[config.mk]
export PLATFORM = sky130hd
export DESIGN_NAME = uart_dbg_top
export DESIGN_NICKNAME = d
export VERILOG_FILES = /design/src/logic/dbg_pkg.sv /design/src/logic/uart_pkg.sv /design/src/logic/fifo_if.sv /design/src/logic/cmd_framer.sv /design/src/logic/dbg_engine.sv /design/src/logic/sync_fifo.sv /design/src/logic/uart_dbg_top.sv /design/src/logic/uart_rx.sv /design/src/logic/uart_tx.sv
export SDC_FILE = /design/constraint.sdc
export NUM_CORES = 1
export LEC_CHECK = 0
export BUFFER_PORTS_ARGS = -buffer_cell sky130_fd_sc_hd__buf_4
export CORE_MARGIN = 2
export CORE_UTILIZATION = 45
export CTS_CLUSTER_DIAMETER = 200
export DETAILED_ROUTE_END_ITERATION = 7
export GPL_TIMING_DRIVEN = 0
export SYNTH_ARGS = -nofsm -noshare
export SYNTH_HDL_FRONTEND = slang
export SYNTH_SLANG_ARGS = --single-unit
[constraint.sdc]
create_clock -name clk -period 5.19 [get_ports clk]
set_input_delay 0.7785 -clock clk [delete_from_list [all_inputs] [get_ports clk]]
set_output_delay 0.7785 -clock clk [all_outputs]
set_load 0.01 [all_outputs]
[src/logic/dbg_pkg.sv]
package dbg_pkg;

    localparam int addr_width = 30;
    localparam int data_width = 32;
    localparam int mask_width = 4;

    localparam int fifo_depth = 4;  // power of two, pointers wrap
    localparam int fifo_ptr_w = $clog2(fifo_depth);
    localparam int fifo_cnt_w = $clog2(fifo_depth + 1);

    localparam logic [7:0] ack_byte = 8'h7b;

    typedef enum logic [7:0] {
        op_ping        = 8'h01,
        op_rd_b0       = 8'h10,
        op_rd_b1       = 8'h11,
        op_rd_b2       = 8'h12,
        op_rd_b3       = 8'h13,
        op_addr_b0     = 8'h20,
        op_addr_b1     = 8'h21,
        op_addr_b2     = 8'h22,
        op_addr_b3     = 8'h23,  // low 6 bits only
        op_wdat_b0     = 8'h24,
        op_wdat_b1     = 8'h25,
        op_wdat_b2     = 8'h26,
        op_wdat_b3     = 8'h27,
        op_mask        = 8'h29,
        op_mem_rd      = 8'h30,
        op_mem_wr      = 8'h31,
        op_st_cmd_full = 8'h32,
        op_st_wr_full  = 8'h33,
        op_st_rd_empty = 8'h35,
        op_capture     = 8'h39
    } op_t;

    typedef struct packed {
        op_t        opcode;
        logic [7:0] arg;
    } cmd_t;

endpackage

[src/logic/uart_pkg.sv]
package uart_pkg;

    localparam int clks_per_bit = 8;            // kept small for simulation
    localparam int byte_width   = 8;
    localparam int frame_bits   = byte_width + 2;  // start, data, stop

    // counter widths
    localparam int baud_cnt_w  = $clog2(clks_per_bit);
    localparam int bit_cnt_w   = $clog2(byte_width);
    localparam int frame_cnt_w = $clog2(frame_bits);

endpackage

[src/logic/fifo_if.sv]
interface fifo_if #(
    parameter type payload_t = logic [7:0]
);

    logic     push;
    payload_t wdata;
    logic     full;
    logic     pop;
    payload_t rdata;   // head entry, valid while empty is low
    logic     empty;

    modport writer (output push, output wdata, input full);

    modport reader (output pop, input rdata, input empty);

    modport store (
        input  push,
        input  wdata,
        output full,
        input  pop,
        output rdata,
        output empty
    );

endinterface

[src/logic/cmd_framer.sv]
module cmd_framer (
    input  logic                            clk,
    input  logic                            reset_n,
    input  logic                            byte_valid,
    input  logic [uart_pkg::byte_width-1:0] byte_data,
    fifo_if.writer                          cmd_q
);
    import dbg_pkg::*;

    logic have_op;   // opcode received, waiting for argument
    op_t  pend_op;
    cmd_t next_cmd;

    assign next_cmd = '{opcode: pend_op, arg: byte_data};

    always_ff @(posedge clk or negedge reset_n) begin
        if (!reset_n) begin
            have_op    <= 1'b0;
            cmd_q.push <= 1'b0;
        end else begin
            cmd_q.push <= 1'b0;
            if (byte_valid) begin
                if (!have_op) begin
                    if (byte_data != '0) have_op <= 1'b1;  // 00 is idle fill
                end else begin
                    have_op    <= 1'b0;
                    cmd_q.push <= !cmd_q.full;
                end
            end
        end
    end

    always_ff @(posedge clk) begin
        if (byte_valid && !have_op) pend_op <= op_t'(byte_data);
        if (byte_valid && have_op) cmd_q.wdata <= next_cmd;
    end

endmodule

[src/logic/dbg_engine.sv]
module dbg_engine (
    input  logic                            clk,
    input  logic                            reset_n,
    fifo_if.reader                          cmd_q,
    fifo_if.writer                          rep_q,
    output logic                            mem_cmd_en,
    output logic                            mem_cmd_rw,
    output logic [dbg_pkg::addr_width-1:0]  mem_cmd_addr,
    input  logic                            mem_cmd_full,
    output logic                            mem_wr_en,
    output logic [dbg_pkg::data_width-1:0]  mem_wr_data,
    output logic [dbg_pkg::mask_width-1:0]  mem_wr_mask,
    input  logic                            mem_wr_full,
    output logic                            mem_rd_en,
    input  logic [dbg_pkg::data_width-1:0]  mem_rd_data,
    input  logic                            mem_rd_empty,
    input  logic [dbg_pkg::data_width-1:0]  debug_in
);
    import dbg_pkg::*;

    cmd_t                  cmd;
    logic [addr_width-1:0] addr_reg;
    logic [data_width-1:0] wdat_reg;
    logic [data_width-1:0] rd_reg;
    logic [mask_width-1:0] mask_reg;

    logic       active;     // memory op in flight
    logic       mem_is_wr;
    logic       step;       // 0 command phase, 1 read data phase
    logic       rd_go;
    logic       rd_fetch;
    logic       wr_go;
    logic       reply_en;
    logic [7:0] reply_byte;

    assign cmd = cmd_q.rdata;

    // a reply still on its way into rep_q also blocks the next pop
    assign cmd_q.pop = !active && !cmd_q.empty && !rep_q.full && !rep_q.push;

    assign rd_go    = active && !mem_is_wr && !step && !mem_cmd_full;
    assign rd_fetch = active && !mem_is_wr && step && !mem_rd_empty;
    assign wr_go    = active && mem_is_wr && !step && !mem_cmd_full && !mem_wr_full;

    assign mem_cmd_en   = rd_go || wr_go;
    assign mem_wr_en    = wr_go;
    assign mem_rd_en    = rd_fetch;
    assign mem_cmd_rw   = !(active && mem_is_wr);  // read unless a write is pending
    assign mem_cmd_addr = addr_reg;
    assign mem_wr_data  = wdat_reg;
    assign mem_wr_mask  = mask_reg;

    always_comb begin
        reply_en   = 1'b1;
        reply_byte = ack_byte;
        case (cmd.opcode)
            op_ping:        reply_byte = ack_byte;
            op_rd_b0:       reply_byte = rd_reg[7:0];
            op_rd_b1:       reply_byte = rd_reg[15:8];
            op_rd_b2:       reply_byte = rd_reg[23:16];
            op_rd_b3:       reply_byte = rd_reg[31:24];
            op_st_cmd_full: reply_byte = {7'b0, mem_cmd_full};
            op_st_wr_full:  reply_byte = {7'b0, mem_wr_full};
            op_st_rd_empty: reply_byte = {7'b0, mem_rd_empty};
            default:        reply_en = 1'b0;
        endcase
    end

    always_ff @(posedge clk or negedge reset_n) begin
        if (!reset_n) begin
            active     <= 1'b0;
            mem_is_wr  <= 1'b0;
            step       <= 1'b0;
            rep_q.push <= 1'b0;
        end else begin
            rep_q.push <= (cmd_q.pop && reply_en) || rd_fetch || wr_go;
            if (cmd_q.pop && (cmd.opcode == op_mem_rd || cmd.opcode == op_mem_wr)) begin
                active    <= 1'b1;
                mem_is_wr <= cmd.opcode == op_mem_wr;
                step      <= 1'b0;
            end
            if (rd_go) step <= 1'b1;
            if (rd_fetch || wr_go) active <= 1'b0;  // ack goes out next cycle
        end
    end

    always_ff @(posedge clk) begin
        if (cmd_q.pop) rep_q.wdata <= reply_byte;
        else if (rd_fetch || wr_go) rep_q.wdata <= ack_byte;

        if (rd_fetch) rd_reg <= mem_rd_data;

        if (cmd_q.pop) begin
            case (cmd.opcode)
                op_addr_b0: addr_reg[7:0]   <= cmd.arg;
                op_addr_b1: addr_reg[15:8]  <= cmd.arg;
                op_addr_b2: addr_reg[23:16] <= cmd.arg;
                op_addr_b3: addr_reg[29:24] <= cmd.arg[5:0];
                op_wdat_b0: wdat_reg[7:0]   <= cmd.arg;
                op_wdat_b1: wdat_reg[15:8]  <= cmd.arg;
                op_wdat_b2: wdat_reg[23:16] <= cmd.arg;
                op_wdat_b3: wdat_reg[31:24] <= cmd.arg;
                op_mask:    mask_reg        <= cmd.arg[3:0];  // 1 blocks a byte lane
                op_capture: rd_reg          <= debug_in;
                default:    ;
            endcase
        end
    end

endmodule

[src/logic/sync_fifo.sv]
module sync_fifo #(
    parameter type payload_t = logic [7:0]
) (
    input  logic  clk,
    input  logic  reset_n,
    fifo_if.store q
);
    import dbg_pkg::*;

    payload_t              mem [fifo_depth];
    logic [fifo_ptr_w-1:0] wr_ptr;
    logic [fifo_ptr_w-1:0] rd_ptr;
    logic [fifo_cnt_w-1:0] count;
    logic                  do_push;
    logic                  do_pop;

    assign do_push = q.push && !q.full;   // dropped when full
    assign do_pop  = q.pop && !q.empty;

    assign q.full  = count == fifo_cnt_w'(fifo_depth);
    assign q.empty = count == '0;
    assign q.rdata = mem[rd_ptr];  // fall-through head

    always_ff @(posedge clk) begin
        if (do_push) mem[wr_ptr] <= q.wdata;
    end

    always_ff @(posedge clk or negedge reset_n) begin
        if (!reset_n) begin
            wr_ptr <= '0;
            rd_ptr <= '0;
            count  <= '0;
        end else begin
            if (do_push) wr_ptr <= wr_ptr + 1'b1;
            if (do_pop) rd_ptr <= rd_ptr + 1'b1;
            case ({do_push, do_pop})
                2'b10:   count <= count + 1'b1;
                2'b01:   count <= count - 1'b1;
                default: count <= count;
            endcase
        end
    end

endmodule

[src/logic/uart_dbg_top.sv]
module uart_dbg_top (
    input  logic                           clk,
    input  logic                           reset_n,
    input  logic                           serial_rxd,
    output logic                           serial_txd,
    input  logic [dbg_pkg::data_width-1:0] debug_in,
    output logic                           mem_cmd_en,
    output logic                           mem_cmd_rw,
    output logic [dbg_pkg::addr_width-1:0] mem_cmd_addr,
    input  logic                           mem_cmd_full,
    output logic                           mem_wr_en,
    output logic [dbg_pkg::data_width-1:0] mem_wr_data,
    output logic [dbg_pkg::mask_width-1:0] mem_wr_mask,
    input  logic                           mem_wr_full,
    output logic                           mem_rd_en,
    input  logic [dbg_pkg::data_width-1:0] mem_rd_data,
    input  logic                           mem_rd_empty
);
    import uart_pkg::*;
    import dbg_pkg::*;

    logic                  rx_valid;
    logic [byte_width-1:0] rx_data;

    fifo_if #(.payload_t(cmd_t)) cmd_q ();
    fifo_if #(.payload_t(logic [byte_width-1:0])) rep_q ();

    uart_rx uart_rx_inst (
        .clk        (clk),
        .reset_n    (reset_n),
        .rxd        (serial_rxd),
        .byte_valid (rx_valid),
        .byte_data  (rx_data)
    );

    cmd_framer cmd_framer_inst (
        .clk        (clk),
        .reset_n    (reset_n),
        .byte_valid (rx_valid),
        .byte_data  (rx_data),
        .cmd_q      (cmd_q)
    );

    sync_fifo #(.payload_t(cmd_t)) cmd_fifo_inst (.clk(clk), .reset_n(reset_n), .q(cmd_q));

    sync_fifo #(.payload_t(logic [byte_width-1:0])) rep_fifo_inst (
        .clk     (clk),
        .reset_n (reset_n),
        .q       (rep_q)
    );

    dbg_engine dbg_engine_inst (
        .clk          (clk),
        .reset_n      (reset_n),
        .cmd_q        (cmd_q),
        .rep_q        (rep_q),
        .mem_cmd_en   (mem_cmd_en),
        .mem_cmd_rw   (mem_cmd_rw),
        .mem_cmd_addr (mem_cmd_addr),
        .mem_cmd_full (mem_cmd_full),
        .mem_wr_en    (mem_wr_en),
        .mem_wr_data  (mem_wr_data),
        .mem_wr_mask  (mem_wr_mask),
        .mem_wr_full  (mem_wr_full),
        .mem_rd_en    (mem_rd_en),
        .mem_rd_data  (mem_rd_data),
        .mem_rd_empty (mem_rd_empty),
        .debug_in     (debug_in)
    );

    uart_tx uart_tx_inst (
        .clk     (clk),
        .reset_n (reset_n),
        .rep_q   (rep_q),
        .txd     (serial_txd)
    );

endmodule

[src/logic/uart_rx.sv]
module uart_rx (
    input  logic                            clk,
    input  logic                            reset_n,
    input  logic                            rxd,
    output logic                            byte_valid,
    output logic [uart_pkg::byte_width-1:0] byte_data
);
    import uart_pkg::*;

    typedef enum logic [1:0] {
        rx_idle,
        rx_start,
        rx_data,
        rx_stop
    } rx_state_t;

    rx_state_t             state;
    logic [1:0]            rxd_sync;
    logic                  rxd_s;
    logic [baud_cnt_w-1:0] baud_cnt;
    logic [bit_cnt_w-1:0]  bit_idx;
    logic                  half_end;
    logic                  baud_end;

    assign rxd_s    = rxd_sync[1];
    assign half_end = baud_cnt == baud_cnt_w'(clks_per_bit / 2 - 1);
    assign baud_end = baud_cnt == baud_cnt_w'(clks_per_bit - 1);

    always_ff @(posedge clk or negedge reset_n) begin
        if (!reset_n) begin
            rxd_sync   <= 2'b11;
            state      <= rx_idle;
            baud_cnt   <= '0;
            bit_idx    <= '0;
            byte_valid <= 1'b0;
        end else begin
            rxd_sync   <= {rxd_sync[0], rxd};
            byte_valid <= 1'b0;
            baud_cnt   <= baud_cnt + 1'b1;
            case (state)
                rx_idle: begin
                    baud_cnt <= '0;
                    if (!rxd_s) state <= rx_start;
                end
                rx_start: if (half_end) begin
                    baud_cnt <= '0;
                    state    <= rxd_s ? rx_idle : rx_data;  // glitch, back to idle
                end
                rx_data: if (baud_end) begin
                    baud_cnt <= '0;
                    bit_idx  <= bit_idx + 1'b1;
                    if (bit_idx == bit_cnt_w'(byte_width - 1)) state <= rx_stop;
                end
                rx_stop: if (baud_end) begin
                    byte_valid <= rxd_s;  // framing error drops the byte
                    state      <= rx_idle;
                end
                default: state <= rx_idle;
            endcase
        end
    end

    // lsb first
    always_ff @(posedge clk) begin
        if (state == rx_data && baud_end) byte_data <= {rxd_s, byte_data[byte_width-1:1]};
    end

endmodule

[src/logic/uart_tx.sv]
module uart_tx (
    input  logic   clk,
    input  logic   reset_n,
    fifo_if.reader rep_q,
    output logic   txd
);
    import uart_pkg::*;

    logic                   busy;
    logic [baud_cnt_w-1:0]  baud_cnt;
    logic [frame_cnt_w-1:0] bit_idx;   // bits finished in this frame
    logic [byte_width:0]    shift;     // stop bit above the data
    logic                   baud_end;

    assign baud_end  = baud_cnt == baud_cnt_w'(clks_per_bit - 1);
    assign rep_q.pop = !busy && !rep_q.empty;

    always_ff @(posedge clk or negedge reset_n) begin
        if (!reset_n) begin
            busy     <= 1'b0;
            txd      <= 1'b1;
            baud_cnt <= '0;
            bit_idx  <= '0;
        end else if (rep_q.pop) begin
            busy     <= 1'b1;
            txd      <= 1'b0;  // start bit
            baud_cnt <= '0;
            bit_idx  <= '0;
        end else if (busy) begin
            baud_cnt <= baud_cnt + 1'b1;
            if (baud_end) begin
                baud_cnt <= '0;
                bit_idx  <= bit_idx + 1'b1;
                txd      <= shift[0];
                if (bit_idx == frame_cnt_w'(frame_bits - 1)) begin
                    busy <= 1'b0;
                    txd  <= 1'b1;
                end
            end
        end
    end

    always_ff @(posedge clk) begin
        if (rep_q.pop) shift <= {1'b1, rep_q.rdata};
        else if (busy && baud_end) shift <= {1'b1, shift[byte_width:1]};
    end

endmodule

Word level (Yosys, flattened, before mapping)
Memory sizes are Yosys's and may differ from the RTL's.
Index checks and enable logic that the tools add are counted.

storage, ports and cells
  word-level logic and storage cells = 206
  RAM bits = 96
  register bits after elaboration = 186
  memories kept = 2

operators by class
  reduce and logical (&&, ||, !) cells = 67
  add/subtract/negate cells = 12
  muxes and demuxes = 49
  eq/ne operators = 39

memories
  name               depth  bits a word  rd ports  clocked after Yosys merged registers in  wr ports  line             source
  cmd_fifo_inst.mem  4      16           1         0                                        1         sync_fifo.sv:10  payload_t mem [fifo_depth];
  rep_fifo_inst.mem  4      8            1         0                                        1         sync_fifo.sv:10

operator list
  cell                                                    number
  equality test 8 x 6 -> 1 bit (second input constant)    15
  two-way mux 32 bit                                      3
  one-hot mux 8 bit (7 select lines)                      1
  equality test 8 x 5 -> 1 bit (second input constant)    4
  two-way mux 8 bit                                       4
  logical AND 1 bit                                       23
  two-way mux 1 bit                                       23
  AND reduction 2 bit                                     11
  nonzero test 2 bit                                      8
  adder 3 x 1 -> 3 bit (second input constant)            5
  equality test 3 bit (second input constant)             5
  two-way mux 3 bit                                       5
  zero test 1 bit                                         14
  two-way mux 2 bit                                       6
  two-way mux 4 bit                                       3
  one-hot mux 3 bit (2 select lines)                      2
  one-hot mux 3 bit (3 select lines)                      1
  adder 2 x 1 -> 2 bit (second input constant)            4
  equality test 2 bit (second input constant)             4
  equality test 8 x 1 -> 1 bit (second input constant)    1
  inequality test 2 x 1 -> 1 bit (second input constant)  4
  one-hot mux 2 bit (4 select lines)                      1
  nonzero test 8 bit                                      1
  OR reduction 8 bit                                      1
  10 further kinds                                        18

Logic depth before layout (Yosys ltp)
  word-level depth = 8
  depth in mapped cells = 10
  mapped depth without buffers = 9

Modules after synthesis
A second synthesis with hierarchy kept.

unflattened totals
  cell total of the unflattened synthesis = 634
  area total of the unflattened synthesis = 10996.8 µm²

by module, submodules not included
  module                     area an instance (µm²)  seq. area each (µm²)  times used  cells an instance
  dbg_engine                 4202.8                  2962.8                1           291
  sync_fifo (cmd_fifo_inst)  2775.2                  2097.0                1           121
  sync_fifo (rep_fifo_inst)  1592.8                  1136.1                1           79
  uart_tx                    838.3                   466.7                 1           59
  cmd_framer                 822.0                   770.7                 1           34
  uart_rx                    765.7                   518.0                 1           50

Worst setup path before layout
OpenSTA, ideal clock, no wires.

  kind = input -> output
  start point = in mem_rd_empty
  end point = out mem_rd_en
  stages on the path = 3
  required time = 4.411 ns
  arrival time = 1.733 ns
  buffers on the path = 2
  path slack = 2.679 ns
  cells stage by stage = nor4b_1 -> buf_2 -> buf_1

between the ends
  cells in the longest elaborated chain, start to end = 2

RTL lines
  element            line                source
  from (decl)        uart_dbg_top.sv:17  input logic mem_rd_empty
  zero test 1 bit    dbg_engine.sv:42    assign rd_fetch = active && !mem_is_wr && step && !mem_rd_empty;
  logical AND 1 bit  dbg_engine.sv:42
  to (decl)          uart_dbg_top.sv:15  output logic mem_rd_en,

Every way passes these cells.

Final worst setup path
  start point = reg rep_fifo_inst.count[2]
  end point = reg dbg_engine_inst.addr_reg[0], in the netlist dbg_engine_inst.mem_cmd_addr[0] (enable)

between the ends
  cells in the longest elaborated chain, start to end = 5

RTL lines
  element                               line              source
  from (decl)                           sync_fifo.sv:13   logic [fifo_cnt_w-1:0] count;
  from (signal assigned)                sync_fifo.sv:37   2'b10: count <= count + 1'b1;
  from (signal assigned)                sync_fifo.sv:38   2'b01: count <= count - 1'b1;
  from (signal assigned)                sync_fifo.sv:39   default: count <= count;
  equality test 3 bit                   sync_fifo.sv:20   assign q.full = count == fifo_cnt_w'(fifo_depth);
  zero test 1 bit                       dbg_engine.sv:39  assign cmd_q.pop = !active && !cmd_q.empty && !rep_q.full && !rep_q.push;
  logical AND 1 bit (2 in series)       dbg_engine.sv:39
  AND reduction 2 bit (no source line)  -
  to (signal assigned)                  dbg_engine.sv:95  op_addr_b0: addr_reg[7:0] <= cmd.arg;
  to (decl)                             dbg_engine.sv:22  logic [addr_width-1:0] addr_reg;

Every way passes these cells.
A chain may end at the register's enable or synchronous reset.

==> results.md <==
* Yosys warnings at 0
* Critical Path RT at 5340 ps
* Peak fanout along the critical path at 10
* Initial antenna violation count at 0
* Total power at 6330 uW
* Die height at 159 microns
* Clock root buffer master: clkbuf_16
* Ant. Diodes at 0
* Setup TNS at 0 ps
* Sequential element share of the synthesized area at between 70 and 80%
* Post-Place Cells at ~1100
* Clk network pwr share at 32.9%
* Met3 wire length at ~700 microns
* Mapped Area at ~11000 sq um
* Vias in the first global route at slightly above 6000
* All-Layer GR Usage at between 10% and 20%
* Ports at between 100 and 150
* FFs w/ async S/R, synth at 14.2%
* Commonest non-fill, non-tap cells in the layout: 210 x edfxtp_1, 140 x buf_4, 54 x nor2_1
* Final hold slack at roughly 230 ps
* First-pass GRT wire length at around 34 mm
* CP Capture Type: register
* Avg WL per Cell at roughly 19 microns
* Post-Route M1 WL at about 9.0 mm
* Switch share at a little over a quarter
* H-tree levels at 1
* Top Metal Used: met4
* Final worst-path cycle share at about 64%
* Worst vdd ir at about 0.24 mV
* Comb pwr share at 20.4%
* # hold bufs at CTS at 0
* Max-slew headroom at 25.8%
* Routed vias at approximately 5800
* Crit path to: dbg_engine_inst.mem_cmd_addr[0]
* Layout cell share with drive strength beyond 1 at a little under a third
* Setup violators final at 0
* Achievable Freq at between 0.2 and 0.3 GHz
* Num CTS Buffers at 29
* Sequential Power Share at a little under half
* Syn avg cell area at approximately 17 sq um
* DP Area at 12300 sq um
* Pwr Density at 478 nW/um^2
* CP startpoint: rep_fifo_inst.count[2]
* CP Class: reg -> reg
* Least-Margin Pin Slew at around 1100 ps
* Syn nets at between 700 and 800
* Total wire length at about 21 mm
* Layout Nets at roughly 900
* Layout area overhead at 22.4%
* Non-filler cells, final at between 1000 and 1500
* Largest reg by FF count: cmd_fifo_inst.mem
* Status: finished clean
* Worst R2R Setup Slack at about 1900 ps
* Starting density of the core at between 40% and 50%
* Number of synthesized register bits at 282
* EDFF count, synth at 210
* Post-DP HPWL at between 15 and 20 mm
* Gate count of the mapped netlist at 632
* Die X at between 150 and 200 microns
* Routed Antenna Nets at 0
* Leak at just under 0.005 uW
* Remaining DRCs at 0
* Post-synth cell types at 53
* Remaining global-route overflow at 0
* Design area at between 10000 and 15000 sq um
* Max_cap viols at 0
* Clk buf depth at 3
* Die area at 25300 sq um
* Skew final at ~11 ps
* Worst r2r src: rep_fifo_inst.count[2]
* Psw at between 1500 and 2000 uW
* Buffers on Ports at between 100 and 150
* RSZ-0062 raised after global routing: no
* CTS Sinks at around 280
* Startpoint types: register
* Largest net degree at the start of global routing at between 40 and 50
* Worst EP arrival at 3490 ps
* Met2 Wirelength at 11.2 mm
* DR vias/cell at 5.03
* Setup Buffers After CTS at 0
* CTS clk-pin slew, worst paths at ~60 ps
* Gates resized, CTS repair at 0
* Hold Violations, Final at 0
* Placer congestion estimate at between 0.8 and 0.9
* Fin crit period at around 3300 ps
* CTS tree: built
* Slew Viols, Final at 0
* Std cell rows at 56
* Internal power at around 4600 uW
* Most common cell after layout, fill and taps aside: edfxtp_1
* Clock Latency Late Sink at about 540 ps
* Max reg flops at 64
* First-pass iteration count of the detailed router at 4
* Placeable Area at roughly 24000 sq um
* Worst r2r dst: dbg_engine_inst.mem_cmd_addr[0]
* Drt first-iter violations at approximately 240
* Primary FF master, synth: edfxtp_1
* Min-delay worst type: in -> async
* R2R cell count at 5
[layer usage]
metal,global-route usage (%),up-vias
met3,2.79,32
met4,5.25,0
li1,-,2730
met2,29.9,94
met5,0,-
met1,22.3,2905
[worst max-delay path, cell delays in order (launching register included)]
cell      delay (ps)
dfrtp_1          410
nor3b_1          190
nor4_2           900
nand4b_1         290
nand2b_1         290
nor3_1           870
[cell type report]
cell class,instances,area [sq um]
Tap cell,319,399
Sequential cell,282,7950
Clock inverter,14,149
Buffer,24,126
Timing Repair Buffer,140,1050
Multi-Input combinational cell,303,2650
Clock buffer,40,827
Inverter,23,86.3
Fill cell,1914,10300
[worst min-delay path by stage]
stage | slack, ps | cells past startpoint | start | endpoint
after floorplan | 350 | 0 | uart_rx_inst.rxd_sync[0] | uart_rx_inst.rxd_sync[1]
after global placement | 350 | 0 | uart_rx_inst.rxd_sync[0] | uart_rx_inst.rxd_sync[1]
after detailed placement | 350 | 0 | uart_rx_inst.rxd_sync[0] | uart_rx_inst.rxd_sync[1]
after CTS | 230 | 1 | reset_n | uart_tx_inst.bit_idx[3]
after global routing | 250 | 1 | reset_n | uart_tx_inst.bit_idx[3]
final | 230 | 1 | reset_n | uart_tx_inst.bit_idx[3]
[stage by stage]
step	utilization [%]	setup WS, ps
after floorplan	-	2680
after CTS	56.2	1790
after detailed placement	52.1	1820
final	56.2	1850
after global routing	56.2	1540
after global placement	52.1	1860
[cells in the mapped netlist (3+ instances only)]
cell | count | area (sq um)
o21ai_0 | 10 | 50.1
dfxtp_1 | 32 | 641
nor2b_1 | 6 | 37.5
a21o_1 | 5 | 37.5
xnor2_1 | 7 | 61.3
buf_6 | 3 | 33.8
buf_1 | 4 | 15.0
nand2b_1 | 6 | 37.5
ha_1 | 20 | 250
xor2_1 | 7 | 61.3
nand3_1 | 4 | 20.0
a31oi_1 | 3 | 18.8
mux2i_1 | 36 | 360
mux2_2 | 12 | 135
dfrtp_1 | 37 | 926
or3_1 | 4 | 25.0
clkbuf_1 | 6 | 22.5
and2_1 | 9 | 56.3
dfstp_2 | 3 | 78.8
nor2_1 | 54 | 203
buf_2 | 11 | 55.1
a21oi_1 | 33 | 165
mux4_2 | 31 | 698
nor4b_1 | 3 | 26.3
and4bb_2 | 3 | 37.5
nand2_1 | 15 | 56.3
edfxtp_1 | 210 | 6310
nor3_1 | 3 | 15.0
inv_1 | 23 | 86.3
[kinds of logic after synthesis]
logic type,after synthesis,synth area share [%]
AO/OA/AOI/OAI,63,3.41
XOR/XNOR,14,1.13
adder cells (fa/ha/maj),22,2.68
buffers and inverters,47,1.97
flip-flops,282,73.5
multiplexers,79,11.0
AND/OR/NAND/NOR,125,6.23
[power groups by stage]
stage	Sequential (uW)	Combinational [uW]	Clock, uW
CTS	2960	1310	2130
global route	2990	1440	2220
finish	2960	1290	2080
global placement	2990	1250	0
floorplan	2950	950	0
detailed placement	3010	1310	0
Note: power is estimated with default switching activity, not from simulation.
